--- config.mk ---
export PLATFORM = sky130hd
export DESIGN_NAME = nbbpu
export DESIGN_NICKNAME = d
export VERILOG_FILES = /design/src/nbbpu_pkg.sv /design/src/controller.sv /design/src/alu.sv /design/src/reg_file.sv /design/src/pc_unit.sv /design/src/nbbpu.sv
export VERILOG_INCLUDE_DIRS = /design/src /design/src/src
export SDC_FILE = /design/constraint.sdc
export NUM_CORES = 1
export LEC_CHECK = 0
export BUFFER_PORTS_ARGS = -buffer_cell sky130_fd_sc_hd__buf_2
export CAP_MARGIN = 20
export CORE_AREA = 2 2 178 180
export DETAILED_ROUTE_END_ITERATION = 8
export DIE_AREA = 0 0 180 182
export GPL_ROUTABILITY_DRIVEN = 1
export PLACE_DENSITY_LB_ADDON = 0.12
export SLEW_MARGIN = 25
export SYNTH_ARGS = -nofsm -noshare
export SYNTH_HDL_FRONTEND = slang
export SYNTH_SLANG_ARGS = --single-unit
--- constraint.sdc ---
create_clock -name clk -period 12.4 [get_ports clk]
set_clock_uncertainty 0.1 [all_clocks]
set_input_delay 1.24 -clock clk [delete_from_list [all_inputs] [get_ports clk]]
set_output_delay 1.24 -clock clk [all_outputs]
set_load 0.01 [all_outputs]
--- src/nbbpu_consts.svh ---
// ----------------------------------------------------------
// Core-wide constants for the NBBPU 16-bit processor
// Include in any file that sizes words, registers or opcodes
// ----------------------------------------------------------
`ifndef NBBPU_CONSTS_SVH
`define NBBPU_CONSTS_SVH

// Datapath sizing
`define NBBPU_WORD_W   16          // Data and address width
`define NBBPU_NREGS    16          // All of them writable

// Pc value after reset
`define NBBPU_RESET_PC 16'h0000

// ----------------------------------------------------------
// Opcode encodings, top nibble of the instruction
// ----------------------------------------------------------
`define NBBPU_OP_ADD   4'h0
`define NBBPU_OP_SUB   4'h1
`define NBBPU_OP_AND   4'h2
`define NBBPU_OP_IOR   4'h3
`define NBBPU_OP_XOR   4'h4
`define NBBPU_OP_SHR   4'h5
`define NBBPU_OP_SHL   4'h6
`define NBBPU_OP_CMP   4'h7        // Unsigned less-than
`define NBBPU_OP_JMP   4'h8        // Jump and link
`define NBBPU_OP_BRE   4'h9        // Branch if rd is zero
`define NBBPU_OP_BRN   4'hA        // Branch if rd is non-zero
`define NBBPU_OP_RES   4'hB        // Halt
`define NBBPU_OP_LOD   4'hC
`define NBBPU_OP_STR   4'hD
`define NBBPU_OP_SEL   4'hE        // Set low byte
`define NBBPU_OP_SEU   4'hF        // Set high byte

`endif

--- src/nbbpu_pkg.sv ---
// ----------------------------------------------------------
// Shared types for the NBBPU core
// Instruction layout, opcode and ALU enums, control bundle
// ----------------------------------------------------------
`include "nbbpu_consts.svh"

package nbbpu_pkg;

    typedef logic [`NBBPU_WORD_W-1:0] word_t;
    typedef logic [3:0]               reg_addr_t;   // One of sixteen registers

    // Opcodes in decoder order
    typedef enum logic [3:0] {
        OP_ADD = `NBBPU_OP_ADD,
        OP_SUB = `NBBPU_OP_SUB,
        OP_AND = `NBBPU_OP_AND,
        OP_IOR = `NBBPU_OP_IOR,
        OP_XOR = `NBBPU_OP_XOR,
        OP_SHR = `NBBPU_OP_SHR,
        OP_SHL = `NBBPU_OP_SHL,
        OP_CMP = `NBBPU_OP_CMP,
        OP_JMP = `NBBPU_OP_JMP,
        OP_BRE = `NBBPU_OP_BRE,
        OP_BRN = `NBBPU_OP_BRN,
        OP_RES = `NBBPU_OP_RES,
        OP_LOD = `NBBPU_OP_LOD,
        OP_STR = `NBBPU_OP_STR,
        OP_SEL = `NBBPU_OP_SEL,
        OP_SEU = `NBBPU_OP_SEU
    } opcode_e;

    // Instruction word, msb first
    typedef struct packed {
        opcode_e   opcode;
        reg_addr_t rd;      // Destination, or branch test register
        reg_addr_t ra;      // Source a, high nibble of immediate
        reg_addr_t rb;      // Source b, low nibble of immediate
    } instr_t;

    // ALU operations
    typedef enum logic [3:0] {
        ALU_ADD, ALU_SUB, ALU_AND, ALU_IOR, ALU_XOR,
        ALU_SHR, ALU_SHL, ALU_CMP_LT,
        ALU_SET_LOW, ALU_SET_HIGH, ALU_PASS_LINK
    } alu_op_e;

    // Decoded control bundle
    typedef struct packed {
        logic    reg_write;         // Writes rd
        logic    reg_set;           // Byte-set instruction
        logic    data_write;        // Store
        logic    mem_to_reg;        // Load
        logic    pc_select;         // Jump or branch possible
        logic    branch_on_zero;    // BRE rather than BRN or JMP
        logic    jump;              // Unconditional
        logic    halt;              // RES
        alu_op_e alu_op;
    } ctrl_t;

endpackage

--- src/controller.sv ---
// ----------------------------------------------------------
// Opcode decoder of the NBBPU
// Purely combinational, turns an opcode into the control bundle
// ----------------------------------------------------------
module controller import nbbpu_pkg::*; (
    input  opcode_e opcode,
    output ctrl_t   ctrl
);

    always_comb begin
        ctrl        = '0;           // Nothing written by default
        ctrl.alu_op = ALU_ADD;
        case (opcode)
            // Register-register ALU group
            OP_ADD: begin ctrl.reg_write = 1'b1; ctrl.alu_op = ALU_ADD;    end
            OP_SUB: begin ctrl.reg_write = 1'b1; ctrl.alu_op = ALU_SUB;    end
            OP_AND: begin ctrl.reg_write = 1'b1; ctrl.alu_op = ALU_AND;    end
            OP_IOR: begin ctrl.reg_write = 1'b1; ctrl.alu_op = ALU_IOR;    end
            OP_XOR: begin ctrl.reg_write = 1'b1; ctrl.alu_op = ALU_XOR;    end
            OP_SHR: begin ctrl.reg_write = 1'b1; ctrl.alu_op = ALU_SHR;    end
            OP_SHL: begin ctrl.reg_write = 1'b1; ctrl.alu_op = ALU_SHL;    end
            OP_CMP: begin ctrl.reg_write = 1'b1; ctrl.alu_op = ALU_CMP_LT; end

            // Control flow
            OP_JMP: begin
                ctrl.reg_write = 1'b1;          // Link into rd
                ctrl.pc_select = 1'b1;
                ctrl.jump      = 1'b1;
                ctrl.alu_op    = ALU_PASS_LINK;
            end
            OP_BRE: begin
                ctrl.pc_select      = 1'b1;
                ctrl.branch_on_zero = 1'b1;
            end
            OP_BRN: begin
                ctrl.pc_select = 1'b1;          // Taken on non-zero
            end
            OP_RES: begin
                ctrl.halt = 1'b1;
            end

            // Memory
            OP_LOD: begin
                ctrl.reg_write  = 1'b1;
                ctrl.mem_to_reg = 1'b1;
            end
            OP_STR: begin
                ctrl.data_write = 1'b1;
            end

            // Byte set from the 8-bit immediate
            OP_SEL: begin
                ctrl.reg_write = 1'b1;
                ctrl.reg_set   = 1'b1;
                ctrl.alu_op    = ALU_SET_LOW;
            end
            OP_SEU: begin
                ctrl.reg_write = 1'b1;
                ctrl.reg_set   = 1'b1;
                ctrl.alu_op    = ALU_SET_HIGH;
            end
            default: begin
                ctrl = '0;                      // Every write inactive
            end
        endcase
    end

endmodule

--- src/alu.sv ---
// ----------------------------------------------------------
// Combinational ALU of the NBBPU
// Produces every register result from arithmetic, logic,
// shifts, the unsigned compare, the byte set and the jump link
// ----------------------------------------------------------
`include "nbbpu_consts.svh"

module alu import nbbpu_pkg::*; (
    input  alu_op_e    alu_op,
    input  word_t      a,          // Value of ra
    input  word_t      b,          // Value of rb
    input  word_t      d,          // Current value of rd
    input  word_t      pc,
    input  logic [7:0] imm,        // {ra, rb} fields
    output word_t      result
);

    logic [3:0] shamt;             // Shift amount
    logic       lt;                // Unsigned a < b

    assign shamt = b[3:0];
    assign lt    = (a < b);

    always_comb begin
        case (alu_op)
            ALU_ADD:       result = a + b;
            ALU_SUB:       result = a - b;
            ALU_AND:       result = a & b;
            ALU_IOR:       result = a | b;
            ALU_XOR:       result = a ^ b;
            ALU_SHR:       result = a >> shamt;         // Logical
            ALU_SHL:       result = a << shamt;
            ALU_CMP_LT:    result = {{(`NBBPU_WORD_W-1){1'b0}}, lt};

            // Keep the other byte of rd
            ALU_SET_LOW:   result = {d[15:8], imm};
            ALU_SET_HIGH:  result = {imm, d[7:0]};

            // Return address for JMP
            ALU_PASS_LINK: result = pc + 16'd1;
            default:       result = '0;
        endcase
    end

endmodule

--- src/reg_file.sv ---
// ----------------------------------------------------------
// Register file, sixteen 16-bit registers, all writable
// Three asynchronous read ports, one write port at the clock
// edge. The rd port feeds the branch test and the byte set
// ----------------------------------------------------------
`include "nbbpu_consts.svh"

module reg_file import nbbpu_pkg::*; (
    input  logic      clk,
    input  logic      arst_n,
    input  logic      we,
    input  reg_addr_t waddr,
    input  word_t     wdata,
    input  reg_addr_t ra,
    input  reg_addr_t rb,
    input  reg_addr_t rd,
    output word_t     ra_val,
    output word_t     rb_val,
    output word_t     rd_val
);

    word_t regs [`NBBPU_NREGS];

    // Write port
    always_ff @(posedge clk or negedge arst_n) begin
        if (!arst_n) begin
            for (int i = 0; i < `NBBPU_NREGS; i++) begin
                regs[i] <= '0;
            end
        end else if (we) begin
            regs[waddr] <= wdata;               // Visible next cycle
        end
    end

    // Read ports, zero latency
    assign ra_val = regs[ra];
    assign rb_val = regs[rb];
    assign rd_val = regs[rd];   // Branch test and byte set

endmodule

--- src/pc_unit.sv ---
// ----------------------------------------------------------
// Program counter and halt state of the NBBPU
// Picks the next pc from jump, branch test or increment,
// and freezes on RES until reset
// ----------------------------------------------------------
`include "nbbpu_consts.svh"

module pc_unit import nbbpu_pkg::*; (
    input  logic  clk,
    input  logic  arst_n,
    input  ctrl_t ctrl,
    input  word_t test_val,         // Value of rd for BRE or BRN
    input  word_t target,           // Jump or branch destination
    output word_t pc,
    output logic  halted,
    output logic  commit            // Instruction retires this edge
);

    logic  is_zero;
    logic  take;
    word_t pc_next;

    // Branch decision
    assign is_zero = (test_val == '0);
    assign take    = ctrl.jump |
                     (ctrl.pc_select & (is_zero == ctrl.branch_on_zero));

    assign pc_next = take ? target : pc + 16'd1;
    assign commit  = ~halted;

    // ------------------------------------------------------
    // State update
    // ------------------------------------------------------
    always_ff @(posedge clk or negedge arst_n) begin
        if (!arst_n) begin
            pc     <= `NBBPU_RESET_PC;
            halted <= 1'b0;
        end else if (commit) begin
            if (ctrl.halt) begin
                halted <= 1'b1;             // Pc stays on the RES
            end else begin
                pc <= pc_next;
            end
        end
    end

endmodule

--- src/nbbpu.sv ---
// ----------------------------------------------------------
// NBBPU single-cycle core, top level
// Connects decoder, register file, ALU and pc unit to the
// external instruction and data memories, both read
// combinationally. One instruction retires per clock edge
// ----------------------------------------------------------
module nbbpu import nbbpu_pkg::*; (
    input  logic  clk,
    input  logic  arst_n,

    // Instruction memory
    output word_t pc,
    input  word_t instr,

    // Data memory
    output word_t mem_addr,
    output word_t mem_wdata,
    output logic  mem_we,
    input  word_t mem_rdata,

    output logic  halted
);

    instr_t ins;
    ctrl_t  ctrl;
    word_t  ra_val;
    word_t  rb_val;
    word_t  rd_val;
    word_t  result;
    word_t  wb_data;
    word_t  target;
    logic   commit;
    logic   rf_we;

    assign ins = instr_t'(instr);

    // ------------------------------------------------------
    // Decode and register access
    // ------------------------------------------------------
    controller u_ctrl (
        .opcode (ins.opcode),
        .ctrl   (ctrl)
    );

    assign rf_we   = ctrl.reg_write & commit;                  // No writes once halted
    assign wb_data = ctrl.mem_to_reg ? mem_rdata : result;     // Load or ALU

    reg_file u_rf (
        .clk    (clk),
        .arst_n (arst_n),
        .we     (rf_we),
        .waddr  (ins.rd),
        .wdata  (wb_data),
        .ra     (ins.ra),
        .rb     (ins.rb),
        .rd     (ins.rd),
        .ra_val (ra_val),
        .rb_val (rb_val),
        .rd_val (rd_val)
    );

    // ------------------------------------------------------
    // Execute and next pc
    // ------------------------------------------------------
    alu u_alu (
        .alu_op (ctrl.alu_op),
        .a      (ra_val),
        .b      (rb_val),
        .d      (rd_val),
        .pc     (pc),
        .imm    ({ins.ra, ins.rb}),
        .result (result)
    );

    // JMP goes to ra, branches to rb
    assign target = ctrl.jump ? ra_val : rb_val;

    pc_unit u_pc (
        .clk      (clk),
        .arst_n   (arst_n),
        .ctrl     (ctrl),
        .test_val (rd_val),
        .target   (target),
        .pc       (pc),
        .halted   (halted),
        .commit   (commit)
    );

    // Data memory port
    assign mem_addr  = ra_val;
    assign mem_wdata = rb_val;
    assign mem_we    = ctrl.data_write & commit;

endmodule

==> summary.md <==
| Metric | Value |
|---|---|
| Status | `completed` |
| # hold bufs at CTS | `0` |
| Die H | `182 um` |
| Crit-path max FO | `40` |
| R2R depth | `15` |
| PnR worst setup slack | `5580 ps` |
| Total wire length | `72300 um` |
| Post-synth top area share | `32.5%` |
| Complex-gate fraction of the synthesized area | `14.1%` |
| Share of cells above drive strength 1 | `32.7%` |
| Hold path start | `u_rf.regs[162]` |
| Reg2Reg Setup Slack | `6580 ps` |
| Reg-to-reg startpoint | `u_rf.regs[128]` |
| LEAKAGE | `9.59 nW` |
| Commonest cells after routing, fill and taps aside | `273 x dfrtp_1, 224 x mux4_2, 182 x nand2_1, 161 x mux2_2, 103 x o21ai_0` |
| # resized after CTS | `0` |
| Synth area leaders | `dfrtp_1 33%, mux4_2 24%, mux2_2 8.6%` |
| Via/cell ratio | `7.81` |
| Cell Chain, Critical Path | `buf_4 > buf_4 > mux4_2 > a22o_1 > a221oi_4 > inv_1 > fa_1 > a211oi_1 > o21ai_0 > a21o_1 > a211o_1 > a31oi_1 > mux2i_1 > a2111oi_2 > a21oi_2 > mux2_2` |
| Synth unique cells | `77` |
| Crit path launch type | `input pin` |
| DIE WIDTH | `180 um` |
| Worst Setup End Kind | `flip-flop` |
| FF/Latch Area | `0.00683 mm^2` |
| Detailed placement HPWL | `48900 um` |
| Worst skew pair latency | `610 ps` |
| Commonest non-fill, non-tap cell in the layout | `dfrtp_1` |
| FP Rows | `65` |
| DP Area | `0.0214 mm^2` |
| Largest net degree at the start of global routing | `172` |
| Filler instances | `2109` |
| Yosys warnings | `0` |
| PD cells | `192 mW/mm^2` |
| DR DRC count | `0` |
| Worst EP required | `12840 ps` |
| # setup viols final | `0` |
| DRT iter0 DRCs | `2796` |
| Hold Vio Cnt, Final | `0` |
| Delay-heaviest family, CP | `compound AO/OA/AOI/OAI gates` |
| Post-synth net total | `1927` |
| Pre-CTS setup slack | `4700 ps` |
| Ys flop type | `dfrtp_1` |
| RSZ-0062 raised after global routing | `no` |
| Bufs on Longest Clock Path | `3` |
| Routed WL per cell | `32.2 um` |
| Overflow after GRT | `0` |
| Worst hold path stage count | `2` |
| Min Tclk post-route | `6820 ps` |
| Max_cap viols | `0` |
| Setup CP Type | `input pin to flip-flop` |
| Post-CTS setup buffer count | `0` |
| Post-synthesis mux area share | `35.5%` |
| Antenna-violating nets left | `0` |
| Slew at the pin closest to its max-slew limit | `1080 ps` |
| NumNets Final | `1912` |
| #FFs+latches synth | `273` |
| DRT Pass-1 Iters | `5` |
| Die area | `0.0328 mm^2` |
| Port Buffers | `83` |
| Mapped Cells | `1839` |
| Post-Synth Adder-Cell Area | `3.29%` |
| Synth Area in XOR/XNOR | `0.834%` |
| Placed insts | `2194` |
| Area of the multi-input gates | `0.0132 mm^2` |
| Area of the mapped netlist | `0.0210 mm^2` |
| Final max-slew violation count | `0` |
| CTS tree | `done` |
| Total Routing Usage GR | `44.7%` |
| Starting density of the core | `67.7%` |
| Fmax | `147 MHz` |
| Worst Path Buf+Inv | `3` |
| Placer Congestion | `1.07` |
| Slowest stage delay, CP | `780 ps` |
| Largest family of logic cells by synthesized area | `multiplexers` |
| Via count | `17.5k` |
| Synth-to-Final Area Change | `6.92%` |
| Reg2Reg Capture Point | `u_rf.regs[158]` |
| Final worst-path cycle share | `55.0%` |
| Num ports | `84` |
| Hold endpoint | `u_rf.regs[162]` |
| Worst hold path class | `flip-flop to flip-flop` |
| CTS Buf Count | `30` |
| Data arrival, critical path | `7260 ps` |
| Post-Synth Simple-Gate Area | `8.98%` |
| Clock root buffer master | `clkbuf_16` |
| Fin area | `0.0224 mm^2` |
| Ant. Diodes | `0` |
| Crit-path slowest cell | `buf_4` |
| Vias in the first global route | `17.4k` |
| Synthesized area per cell | `11.4 um^2` |
| Post-synth EDFFs | `0` |
| CTS clk-pin slew, worst paths | `60 ps` |
| Core box area | `0.0310 mm^2` |
| CP most frequent cell | `buf_4` |
| First-pass GRT wire length | `110000 um` |
| Post-Layout Cell Count | `2244` |
| Initial antenna violation count | `2` |
| Post-synthesis sequential area ratio | `32.5%` |
| Largest area contributor in the netlist | `dfrtp_1` |
| VDD IR max | `0.159 mV` |
| Relative slew slack | `28.2%` |
| Setup TNS | `0 ps` |
| H-tree Lvls | `1` |
| Async S/R FF share, synth | `100%` |
| CTS Sinks | `273` |
[final cells by class]
| class | instances | share of cell area (%) |
|---|---|---|
| flip-flops and latches | 273 | 30.4 |
| repair buffers | 121 | 3.26 |
| clock buffers | 37 | 3.64 |
| inverters | 48 | 0.825 |
| well taps | 402 | 2.24 |
| clock inverters | 13 | 0.792 |
| multi-input cells | 1350 | 58.8 |
[registers in the layout, summed over array words and instances, names as in the netlist]
| name | flops |
|---|---|
| u_rf.regs | 256 |
| u_pc.pc | 16 |
| u_pc.halted | 1 |
[where the power goes]
group          internal [W]  total [W]  switching, W
Combinational      0.000867    0.00199       0.00112
Clock              0.000528   0.000913      0.000385
Sequential          0.00113    0.00142      0.000282
[logic make-up after synthesis]
logic type,count (synthesis)
compound gates,415
xor+xnor,20
fa+ha+maj,54
buf+inv,216
flops,273
mux,443
simple gates,418
[worst register-to-register path: cells and delay by family (launching register included)]
family,cells,cell delay (ps)
adders and majority gates,2,930
AOI/OAI and AO/OA,8,2220
muxes,3,1050
and+or+nand+nor,1,580
buffers and inverters,1,450
DFF,1,410
[worst max-delay path by stage]
stage	startpoint	to	slack (ps)	cells past startpoint
floorplan	instr[0]	u_rf.regs[107]	6480	17
global placement	instr[0]	u_rf.regs[76]	4820	16
detailed placement	instr[0]	u_rf.regs[12]	4700	16
CTS	instr[0]	u_rf.regs[156]	5280	16
global route	instr[4]	u_rf.regs[207]	5180	16
finish	instr[4]	u_rf.regs[158]	5580	16
[through the flow]
stage / power, W / utilization, % / hold slack (ps)
after floorplan: 0.00274 / - / 377
after global placement: 0.00326 / 69.1 / 393
after detailed placement: 0.00332 / 69.2 / 409
after CTS: 0.00425 / 72.4 / 423
after global routing: 0.00450 / 72.4 / 462
final: 0.00431 / 72.4 / 429
[metal layers]
layer  vias up  share of wire (%)  global-route usage (%)  routed length [um]
met4         0                6.1                    23.7                4440
met2      1426                 45                    66.3               32400
met3       271                 12                    10.5                8520
li1       7074                  -                       -                   -
met5         -                  0                       0                   0
met1      8750                 37                    62.0               26900
[cells in the mapped netlist, types with 7 or more instances]
master	n
xor2_1	11
nand2_1	182
a221o_1	9
a221oi_2	7
buf_6	17
nand4_1	10
inv_1	44
dfrtp_1	273
a22oi_1	13
nor2b_1	14
o22ai_1	17
buf_2	30
nand2b_1	21
clkbuf_1	96
mux2_2	161
o21ai_1	11
buf_1	17
mux2i_1	56
a221oi_1	13
o21ai_0	103
a31oi_1	10
nor2_1	85
o31ai_1	49
nand3_1	39
nor3_1	22
or2_2	8
xnor2_1	9
and2_1	10
mux4_2	224
and3_1	8
buf_4	8
o221ai_1	8
a211oi_1	11
ha_1	52
a22o_1	23
o211ai_1	14
a21oi_1	67
Note: power is estimated with default switching activity, not from simulation.
